<file path="src/uart_link_settings.svh">
`ifndef UART_LINK_SETTINGS_SVH
`define UART_LINK_SETTINGS_SVH

//**************************************************
// clocking and line rate
//**************************************************

// audio-style system clock
`define CLK_FREQ       49152000
`define UART_BPS       9600

// divisor in sys_clk cycles per bit
`define BAUD_DIV_W     16
`define BAUD_DIV_RST   16'(`CLK_FREQ / `UART_BPS)
`define BAUD_DIV_MIN   16'd8   // need a few cycles for a usable mid-bit sample

//**************************************************
// register map, byte addresses
//**************************************************

`define REG_DIV_LO     8'd0    // divisor bits 7..0
`define REG_DIV_HI     8'd1    // divisor bits 15..8
`define REG_SCRATCH0   8'd2
`define REG_SCRATCH1   8'd3
`define REG_ERR_CNT    8'd4    // write of any value clears

`endif

</file>
<file path="src/uart_cmd_pkg.sv">
`default_nettype none

// command-level types for the byte protocol on top of the line
package uart_cmd_pkg;

  // opcode byte, first byte of every frame
  typedef enum logic [7:0] {
    CMD_WRITE = 8'h57,  // ascii W, op addr data
    CMD_READ  = 8'h52   // ascii R, op addr
  } cmd_op_e;

  // decoder position inside a frame
  typedef enum logic [1:0] {
    DEC_OP   = 2'd0,  // expect opcode
    DEC_ADDR = 2'd1,  // expect register address
    DEC_DATA = 2'd2   // expect write data
  } dec_state_e;

  // any byte other than the two opcodes is an error
  // frames never nest, a new opcode is only taken in DEC_OP
  // a read ends in DEC_ADDR, a write in DEC_DATA

endpackage

`default_nettype wire

</file>
<file path="src/uart_line_pkg.sv">
`default_nettype none

// line-level types shared by the serial receiver and transmitter
package uart_line_pkg;

  // receiver FSM, one state per frame section
  typedef enum logic [1:0] {
    RX_IDLE  = 2'd0,  // waiting for a falling edge
    RX_START = 2'd1,  // start bit, rechecked at mid-bit
    RX_DATA  = 2'd2,  // 8 data bits, lsb first
    RX_STOP  = 2'd3   // stop bit checked at mid-bit
  } rx_state_e;

  // transmitter FSM
  typedef enum logic [1:0] {
    TX_IDLE  = 2'd0,  // line held high
    TX_START = 2'd1,  // line low for one bit
    TX_DATA  = 2'd2,  // shifting out the latched byte
    TX_STOP  = 2'd3   // line high for one bit, still busy
  } tx_state_e;

endpackage

`default_nettype wire

</file>
<file path="src/uart_link_top.sv">
`timescale 1ns/100ps
`default_nettype none
`include "uart_link_settings.svh"

module uart_link_top (
  input  wire        sys_clk,
  input  wire        arst_n,
  input  wire        uart_rxd,
  output logic       uart_txd,
  output logic [7:0] rx_data,    // observation of received byte
  output logic       rx_strobe
);

  logic [`BAUD_DIV_W-1:0] baud_div;  // from register block
  logic                   rx_frame_err;
  logic [7:0]             tx_data;
  logic                   tx_start;
  logic                   tx_busy;

  //**************************************************
  // line side
  //**************************************************

  uart_rx uart_rx_inst (
    .sys_clk      (sys_clk),
    .arst_n       (arst_n),
    .uart_rxd     (uart_rxd),
    .baud_div     (baud_div),
    .rx_data      (rx_data),
    .rx_strobe    (rx_strobe),
    .rx_frame_err (rx_frame_err)
  );

  uart_tx uart_tx_inst (
    .sys_clk  (sys_clk),
    .arst_n   (arst_n),
    .baud_div (baud_div),
    .tx_data  (tx_data),
    .tx_start (tx_start),
    .tx_busy  (tx_busy),
    .uart_txd (uart_txd)
  );

  // command decode and registers
  uart_regs uart_regs_inst (
    .sys_clk      (sys_clk),
    .arst_n       (arst_n),
    .rx_data      (rx_data),
    .rx_strobe    (rx_strobe),
    .rx_frame_err (rx_frame_err),
    .tx_busy      (tx_busy),
    .baud_div     (baud_div),
    .tx_data      (tx_data),
    .tx_start     (tx_start)
  );

endmodule

`default_nettype wire

</file>
<file path="src/uart_regs.sv">
`timescale 1ns/100ps
`default_nettype none
`include "uart_link_settings.svh"

module uart_regs import uart_cmd_pkg::*; (
  input  wire                    sys_clk,
  input  wire                    arst_n,
  input  wire [7:0]              rx_data,
  input  wire                    rx_strobe,
  input  wire                    rx_frame_err,
  input  wire                    tx_busy,
  output logic [`BAUD_DIV_W-1:0] baud_div,   // shared by rx and tx
  output logic [7:0]             tx_data,    // read response byte
  output logic                   tx_start
);

  dec_state_e             dec_state;
  cmd_op_e                op_q;       // opcode of current frame
  logic [7:0]             addr_q;     // write target
  logic [7:0]             scratch0;
  logic [7:0]             scratch1;
  logic [7:0]             err_cnt;    // saturating
  logic [`BAUD_DIV_W-1:0] div_new;
  logic [7:0]             rd_value;
  logic                   op_known;
  logic                   addr_bad;
  logic                   rd_fire;
  logic                   wr_fire;
  logic                   err_event;

  //**************************************************
  // frame decode
  //**************************************************

  assign op_known = (rx_data == CMD_WRITE) || (rx_data == CMD_READ);
  assign addr_bad = (rx_data > `REG_ERR_CNT);
  assign rd_fire  = rx_strobe && dec_state == DEC_ADDR && !addr_bad &&
                    op_q == CMD_READ && !tx_busy;
  assign wr_fire  = rx_strobe && dec_state == DEC_DATA;

  // one source per cycle at most, strobe and frame error never coincide
  assign err_event = rx_frame_err ||
                     (rx_strobe && dec_state == DEC_OP && !op_known) ||
                     (rx_strobe && dec_state == DEC_ADDR && addr_bad) ||
                     (rx_strobe && dec_state == DEC_ADDR && !addr_bad &&
                      op_q == CMD_READ && tx_busy);  // dropped read

  always_ff @(posedge sys_clk or negedge arst_n) begin
    if (!arst_n) begin
      dec_state <= DEC_OP;
      op_q      <= CMD_WRITE;
      addr_q    <= 8'd0;
      tx_start  <= 1'b0;
    end else begin
      tx_start <= rd_fire;                 // pulse, one cycle after addr strobe
      if (rx_frame_err) begin
        dec_state <= DEC_OP;               // byte lost, resync on opcode
      end else if (rx_strobe) begin
        case (dec_state)
          DEC_OP: begin
            if (op_known) begin
              op_q      <= cmd_op_e'(rx_data);
              dec_state <= DEC_ADDR;
            end
          end
          DEC_ADDR: begin
            addr_q <= rx_data;
            if (!addr_bad && op_q == CMD_WRITE) dec_state <= DEC_DATA;
            else dec_state <= DEC_OP;      // read done or bad addr
          end
          default: dec_state <= DEC_OP;    // data byte ends the write
        endcase
      end
    end
  end

  //**************************************************
  // register file
  //**************************************************

  // divisor with one byte replaced
  always_comb begin
    case (addr_q)
      `REG_DIV_LO: div_new = {baud_div[15:8], rx_data};
      `REG_DIV_HI: div_new = {rx_data, baud_div[7:0]};
      default:     div_new = baud_div;
    endcase
  end

  // read mux, address is the byte in flight
  always_comb begin
    case (rx_data)
      `REG_DIV_LO:   rd_value = baud_div[7:0];
      `REG_DIV_HI:   rd_value = baud_div[15:8];
      `REG_SCRATCH0: rd_value = scratch0;
      `REG_SCRATCH1: rd_value = scratch1;
      default:       rd_value = err_cnt;
    endcase
  end

  always_ff @(posedge sys_clk or negedge arst_n) begin
    if (!arst_n) begin
      baud_div <= `BAUD_DIV_RST;
      scratch0 <= 8'd0;
      scratch1 <= 8'd0;
      err_cnt  <= 8'd0;
    end else begin
      if (wr_fire) begin
        case (addr_q)
          `REG_DIV_LO, `REG_DIV_HI: if (div_new >= `BAUD_DIV_MIN) baud_div <= div_new;
          `REG_SCRATCH0: scratch0 <= rx_data;
          `REG_SCRATCH1: scratch1 <= rx_data;
          default: ;
        endcase
      end
      if (wr_fire && addr_q == `REG_ERR_CNT)
        err_cnt <= 8'd0;                   // write clears
      else if (err_event && err_cnt != 8'hff)
        err_cnt <= err_cnt + 1'b1;
    end
  end

  always_ff @(posedge sys_clk) begin
    if (rd_fire) tx_data <= rd_value;      // valid with tx_start
  end

  a_div_min: assert property (@(posedge sys_clk) disable iff (!arst_n)
    baud_div >= `BAUD_DIV_MIN)
    else $error("uart_regs divisor below minimum");

endmodule

`default_nettype wire

</file>
<file path="src/uart_rx.sv">
`timescale 1ns/100ps
`default_nettype none
`include "uart_link_settings.svh"

module uart_rx import uart_line_pkg::*; (
  input  wire                   sys_clk,
  input  wire                   arst_n,
  input  wire                   uart_rxd,      // async serial in
  input  wire [`BAUD_DIV_W-1:0] baud_div,      // cycles per bit
  output logic [7:0]            rx_data,       // held until next strobe
  output logic                  rx_strobe,     // one cycle, byte good
  output logic                  rx_frame_err   // one cycle, stop bit low
);

  logic                   rxd_meta;
  logic                   rxd_sync;
  logic                   rxd_prev;
  logic                   start_edge;
  rx_state_e              rx_state;
  logic [`BAUD_DIV_W-1:0] bit_cnt;   // cycles inside current bit
  logic [2:0]             bit_idx;   // data bit number
  logic [7:0]             rx_shift;
  logic                   mid_bit;
  logic                   end_bit;

  //**************************************************
  // sync and edge detect
  //**************************************************

  // high idle line after reset, no false edge
  always_ff @(posedge sys_clk or negedge arst_n) begin
    if (!arst_n) begin
      rxd_meta <= 1'b1;
      rxd_sync <= 1'b1;
      rxd_prev <= 1'b1;
    end else begin
      rxd_meta <= uart_rxd;
      rxd_sync <= rxd_meta;
      rxd_prev <= rxd_sync;
    end
  end

  assign start_edge = rxd_prev & ~rxd_sync;  // high then low
  assign mid_bit    = (bit_cnt == (baud_div >> 1));
  // >= so a shrinking divisor cannot strand the counter
  assign end_bit    = (bit_cnt >= baud_div - 1'b1);

  //**************************************************
  // frame FSM
  //**************************************************

  always_ff @(posedge sys_clk or negedge arst_n) begin
    if (!arst_n) begin
      rx_state     <= RX_IDLE;
      bit_cnt      <= '0;
      bit_idx      <= 3'd0;
      rx_strobe    <= 1'b0;
      rx_frame_err <= 1'b0;
    end else begin
      rx_strobe    <= 1'b0;
      rx_frame_err <= 1'b0;
      if (rx_state == RX_IDLE || end_bit)
        bit_cnt <= '0;
      else
        bit_cnt <= bit_cnt + 1'b1;
      case (rx_state)
        RX_IDLE: if (start_edge) rx_state <= RX_START;
        RX_START: begin
          if (mid_bit && rxd_sync) begin
            rx_state <= RX_IDLE;           // glitch, line back high
          end else if (end_bit) begin
            rx_state <= RX_DATA;
            bit_idx  <= 3'd0;
          end
        end
        RX_DATA: begin
          if (end_bit) begin
            bit_idx <= bit_idx + 1'b1;
            if (bit_idx == 3'd7) rx_state <= RX_STOP;
          end
        end
        RX_STOP: begin
          // done at mid stop, next start edge can follow
          if (mid_bit) begin
            rx_state     <= RX_IDLE;
            rx_strobe    <= rxd_sync;
            rx_frame_err <= ~rxd_sync;
          end
        end
        default: rx_state <= RX_IDLE;
      endcase
    end
  end

  // data path
  always_ff @(posedge sys_clk) begin
    if (rx_state == RX_DATA && mid_bit)
      rx_shift <= {rxd_sync, rx_shift[7:1]};  // lsb arrives first
    if (rx_state == RX_STOP && mid_bit && rxd_sync)
      rx_data <= rx_shift;
  end

  a_cnt_in_range: assert property (@(posedge sys_clk) disable iff (!arst_n)
    (rx_state != RX_IDLE) |-> (bit_cnt < baud_div))
    else $error("uart_rx bit counter past divisor");

endmodule

`default_nettype wire

</file>
<file path="src/uart_tx.sv">
`timescale 1ns/100ps
`default_nettype none
`include "uart_link_settings.svh"

module uart_tx import uart_line_pkg::*; (
  input  wire                   sys_clk,
  input  wire                   arst_n,
  input  wire [`BAUD_DIV_W-1:0] baud_div,
  input  wire [7:0]             tx_data,   // taken on tx_start
  input  wire                   tx_start,  // one cycle pulse
  output logic                  tx_busy,   // high through stop bit
  output logic                  uart_txd   // serial out, idle high
);

  tx_state_e              tx_state;
  logic [`BAUD_DIV_W-1:0] bit_cnt;
  logic [2:0]             bit_idx;
  logic [7:0]             tx_shift;  // bit 0 is next data bit
  logic                   end_bit;

  assign end_bit = (bit_cnt >= baud_div - 1'b1);

  //**************************************************
  // serializer FSM
  //**************************************************

  always_ff @(posedge sys_clk or negedge arst_n) begin
    if (!arst_n) begin
      tx_state <= TX_IDLE;
      bit_cnt  <= '0;
      bit_idx  <= 3'd0;
      tx_busy  <= 1'b0;
      uart_txd <= 1'b1;
    end else begin
      if (tx_state == TX_IDLE || end_bit)
        bit_cnt <= '0;
      else
        bit_cnt <= bit_cnt + 1'b1;
      case (tx_state)
        TX_IDLE: begin
          if (tx_start) begin
            tx_state <= TX_START;
            tx_busy  <= 1'b1;
            uart_txd <= 1'b0;             // start bit
          end
        end
        TX_START: begin
          if (end_bit) begin
            tx_state <= TX_DATA;
            bit_idx  <= 3'd0;
            uart_txd <= tx_shift[0];
          end
        end
        TX_DATA: begin
          if (end_bit) begin
            bit_idx <= bit_idx + 1'b1;
            if (bit_idx == 3'd7) begin
              tx_state <= TX_STOP;
              uart_txd <= 1'b1;           // stop bit
            end else begin
              uart_txd <= tx_shift[1];    // shift lands same edge
            end
          end
        end
        TX_STOP: begin
          if (end_bit) begin
            tx_state <= TX_IDLE;
            tx_busy  <= 1'b0;
          end
        end
        default: tx_state <= TX_IDLE;
      endcase
    end
  end

  // byte latch and shift
  always_ff @(posedge sys_clk) begin
    if (tx_state == TX_IDLE && tx_start)
      tx_shift <= tx_data;
    else if (tx_state == TX_DATA && end_bit)
      tx_shift <= tx_shift >> 1;
  end

  a_no_start_busy: assert property (@(posedge sys_clk) disable iff (!arst_n)
    tx_start |-> !tx_busy)
    else $error("uart_tx start while busy");

  a_idle_high: assert property (@(posedge sys_clk) disable iff (!arst_n)
    (tx_state == TX_IDLE) |-> uart_txd)
    else $error("uart_tx line low in idle");

endmodule

`default_nettype wire
</file>
<file path="config.mk">
export PLATFORM = sky130hd
export DESIGN_NAME = uart_link_top
export DESIGN_NICKNAME = d
export VERILOG_FILES = /design/src/uart_cmd_pkg.sv /design/src/uart_line_pkg.sv /design/src/uart_link_top.sv /design/src/uart_regs.sv /design/src/uart_rx.sv /design/src/uart_tx.sv
export VERILOG_INCLUDE_DIRS = /design/src
export SDC_FILE = /design/constraint.sdc
export NUM_CORES = 1
export LEC_CHECK = 0
export BUFFER_PORTS_ARGS = -buffer_cell sky130_fd_sc_hd__buf_2
export CAP_MARGIN = 30
export CORE_MARGIN = 1.5
export CORE_UTILIZATION = 36
export CTS_BUF_LIST = sky130_fd_sc_hd__clkbuf_4 sky130_fd_sc_hd__clkbuf_8
export DETAILED_ROUTE_END_ITERATION = 10
export GPL_ROUTABILITY_DRIVEN = 0
export PLACE_DENSITY = 0.5
export SETUP_SLACK_MARGIN = 0.02
export SLEW_MARGIN = 20
export SYNTH_ARGS = -nofsm -noshare
export SYNTH_HDL_FRONTEND = slang
export SYNTH_SLANG_ARGS = --single-unit
</file>
<file path="constraint.sdc">
create_clock -name sys_clk -period 4.1 [get_ports sys_clk]
set_input_delay 0.41 -clock sys_clk [delete_from_list [all_inputs] [get_ports sys_clk]]
set_output_delay 0.41 -clock sys_clk [all_outputs]
set_load 0.005 [all_outputs]
</file>
==> out/results.txt <==
For the worst setup path, the data required time is 4.43 ns. In this run, distinct cell masters in the synthesized netlist total 63. At the pin with the least slew margin, the transition time is 0.836 ns. The detail route stage leaves a number of antenna-violating nets equal to 0. Counting flops with a built-in enable in the synthesized netlist gives 32.

The worst path in the final design needs a cycle of 3.79 ns, including I/O delays and setup. The global-route usage over all layers is 0.162, and the port buffer count is 12. Static timing analysis puts the maximum clock frequency at 264 MHz. In the layout the commonest cells are sky130_fd_sc_hd__dfrtp_1 (97), sky130_fd_sc_hd__nor2_1 (60), sky130_fd_sc_hd__mux2_2 (56).

For this run, the leading register cell type out of synthesis is sky130_fd_sc_hd__dfrtp_1. The number of buffers added by the clock tree synthesis step came out at 17. The startpoint class of the critical path is a flop.

The worst hold margin was 0.0576 ns; the worst-path maximum fanout was 9. Sorting the synthesized cells by area gives the leading types as sky130_fd_sc_hd__dfrtp_1 (33%), sky130_fd_sc_hd__edfxtp_1 (13%), sky130_fd_sc_hd__mux2_2 (8.6%). The width of the die was 146 um; the starting utilization of the core area was 0.365.

The tools report the fraction of the yosys area taken by sequential cells as 0.501. The class of the tightest hold or removal check is input pin to flop. The type of the worst setup path was flop to flop. Overall power consumption after layout is estimated at 2.82 mW. The clock tree skew after final layout was 0.0154 ns. The slowest stage of the critical path is the sky130_fd_sc_hd__or3b_2 cell. Setup total negative slack on the finished layout was measured at 0 ns.

The synthesis-to-finish area growth works out to 11.0%. The synthesized netlist occupies a cell area of 0.00734 mm2. Via count of the first global-routing pass: 4985.

Fraction of registers with async set or reset after synthesis: 0.771. The final count of negative-setup-slack endpoints is 0, and the number of failing hold endpoints at the final stage is 0. After detailed routing, the average wire length per cell comes to 17.4 um.

The first TritonRoute pass finished after 4 iterations. The leading cell type in the layout, fill and taps excluded is sky130_fd_sc_hd__dfrtp_1. Synthesis handed over a netlist of 623 instances. The floorplan step set the die height to 146 um. For this run, the slowest stage of the critical path takes 0.55 ns.

During synthesis, Yosys emitted a total of 0 warnings. Walking the worst path, the cells encountered are inv_1 -> ha_1 -> or3b_2 -> nor2_1 -> nand3b_1 -> xor2_1 -> ha_1 -> and4_1 -> and3_1 -> a32oi_1 -> nand4_4 -> o21ai_1 -> mux2_2. The tree built by TritonCTS fans out to 140 sinks. For this design the top-level I/O count stands at 13.

The sum of net half-perimeters after detailed placement was 11.8 mm; the fraction of final layout cells sized beyond drive strength 1 was 0.214. Initial detailed-routing violation count: 259. The largest registers in the layout are uart_regs_inst.baud_div (16), uart_rx_inst.bit_cnt (16), uart_tx_inst.bit_cnt (16).

In this run the mean area of a mapped cell was 11.8 um2. The run gives 0 as the count of unresolved DRC violations after routing. No sink is reached through more buffers than the 2 on the longest clock path. After detailed routing, the number of vias per cell comes to 5.14. The fraction of synthesized cell area taken by the top area cell type is 0.331, and the total number of H-tree levels is 4. The number of nets in the synthesized netlist is 666. The final count of pins violating max slew is 0, and the via count is 4751.

The tools report the remaining global-route overflow as 0. The register bit total from synthesis was 140; the leakage power was 3.74 nW. The run finished with clean final reports.

TritonCTS built the clock tree. The cell type contributing the most total cell area after synthesis is sky130_fd_sc_hd__dfrtp_1. The maximum number of pins on one net before global-route repair is 55. The standard cell core area came out at 0.0201 mm2. Dividing total power by cell area gives a power density of 346 mW/mm2. In this design, the largest share of critical-path delay is due to simple AND/OR/NAND/NOR gates. The max-cap check violation count was 0. The clock latency reported for the late side of the worst-skew pair was 0.45 ns; the data arrival time of the critical path was 4.13 ns. The headroom to the max-slew limit is 0.441, and the total die area is 0.0212 mm2.

The run gives 0 as the initial antenna violation count. The cell occurring most often along the worst timing path was sky130_fd_sc_hd__ha_1. The total buffers and inverters traversed by the critical path was 1; the post-CTS setup-driven buffer insertion count was 0. The tools report the highest ir drop seen on vdd as 315 uV. The number of antenna diodes in the final layout is 0. In this run the clock root is driven by a sky130_fd_sc_hd__clkbuf_8. After clock tree synthesis, the clock-pin slew on the worst setup and hold paths is 0.08 ns. Setup repair after global routing left no endpoint under its margin. Total routed wirelength: 16.1 mm. Endpoint kind of the worst setup timing path: a flop. The initialized floorplan defines 52 standard-cell rows. The share of the clock period used by the worst path after layout is 0.925, and the global-route wire length before repair is 26.8 mm.

At the end of the flow, the number of nets in the layout was 684.
## what timing repair did
item                                   in CTS  in global routing
endpoints found under the hold margin      27                  0
hold buffers                                1                  0
gates resized for setup                     0                  0
## report_power, final
group,total [mW],internal (mW),switching [mW]
clock,1.18,0.576,0.605
sequential,1.47,1.44,0.0360
combinational,0.163,0.0570,0.106
total,2.82,2.07,0.747
## cell usage after synthesis (9+ instances only)
master                      n
sky130_fd_sc_hd__dfrtp_1   97
sky130_fd_sc_hd__nor2_1    60
sky130_fd_sc_hd__mux2_2    56
sky130_fd_sc_hd__xor2_1    44
sky130_fd_sc_hd__ha_1      40
sky130_fd_sc_hd__edfxtp_1  32
sky130_fd_sc_hd__nand2_1   29
sky130_fd_sc_hd__nand3_1   25
sky130_fd_sc_hd__xnor2_1   21
sky130_fd_sc_hd__clkbuf_1  18
sky130_fd_sc_hd__nor3_1    15
sky130_fd_sc_hd__inv_1     14
sky130_fd_sc_hd__and3_1    12
sky130_fd_sc_hd__nor4_1    12
sky130_fd_sc_hd__o21ai_0   12
sky130_fd_sc_hd__dfstp_2   11
sky130_fd_sc_hd__nand2b_1  10
sky130_fd_sc_hd__nand4_1    9
## cell families (layout without fill, tap and decap cells)
family	after synthesis	count (layout)	share of synthesized area
AND/OR/NAND/NOR	210	210	0.151
flip-flops	140	140	0.501
multiplexers	67	67	0.115
XOR/XNOR	66	66	0.0807
AO/OA/AOI/OAI	62	62	0.0605
adder cells (fa/ha/maj)	40	40	0.0682
buffers and inverters	38	69	0.0237
## final timing paths
path	from	end	slack [ns]	cells after the start
hold / removal	uart_rxd	uart_rx_inst.rxd_meta$_DFF_PN1_	0.06	1
setup reg to reg	uart_regs_inst.baud_div[0]$_DFFE_PN0P_	uart_tx_inst.bit_idx[0]$_DFFE_PN0P_	0.31	13
min in group asynchronous	arst_n	uart_rx_inst.bit_cnt[15]$_DFF_PN0_	0.43	2
max in group asynchronous	arst_n	uart_regs_inst.baud_div[10]$_DFFE_PN1P_	2.59	4
setup / recovery	uart_regs_inst.baud_div[0]$_DFFE_PN0P_	uart_tx_inst.bit_idx[0]$_DFFE_PN0P_	0.31	13
hold reg to reg	uart_rx_inst.rxd_meta$_DFF_PN1_	uart_rx_inst.rxd_sync$_DFF_PN1_	0.36	0
## metrics by stage
step / setup slack [ns] / cell area (um2) / utilization / cells
3_3_place_gp: 0.432 / 7680 / 0.382 / 890
6_report: 0.307 / 8140 / 0.405 / 924
2_1_floorplan: 0.598 / 7340 / - / 623
3_5_place_dp: 0.319 / 7710 / 0.383 / 891
4_1_cts: 0.298 / 8140 / 0.405 / 924
5_1_grt: 0.0334 / 8140 / 0.405 / 924
## layout make-up
class                      instances  area [um2]
clock buffer                      18         241
clock inverter                    14         178
fill                            1901       12000
inverter                          14        52.6
multi-input combinational        445        3480
sequential                       140        3680
tap                              270         338
timing repair buffer              23         168
## per-layer routing
metal  vias to the layer above  track usage  wire length, um
met4                         0       0.0454              146
met2                        53        0.270             7820
met3                         8       0.0335              561
li1                       2289            -                -
met1                      2401        0.214             7530
met5                         -            0                0
## worst reg2reg max path: stages (launching register included)
cell and delay (ns):
sky130_fd_sc_hd__dfrtp_1 0.41, sky130_fd_sc_hd__inv_1 0.14, sky130_fd_sc_hd__ha_1 0.19, sky130_fd_sc_hd__or3b_2 0.55, sky130_fd_sc_hd__nor2_1 0.18, sky130_fd_sc_hd__nand3b_1 0.11
sky130_fd_sc_hd__xor2_1 0.20, sky130_fd_sc_hd__ha_1 0.26, sky130_fd_sc_hd__and4_1 0.23, sky130_fd_sc_hd__and3_1 0.21, sky130_fd_sc_hd__a32oi_1 0.35, sky130_fd_sc_hd__nand4_4 0.21
sky130_fd_sc_hd__o21ai_1 0.29, sky130_fd_sc_hd__mux2_2 0.37
No activity file was read; power rests on OpenSTA's default activity.
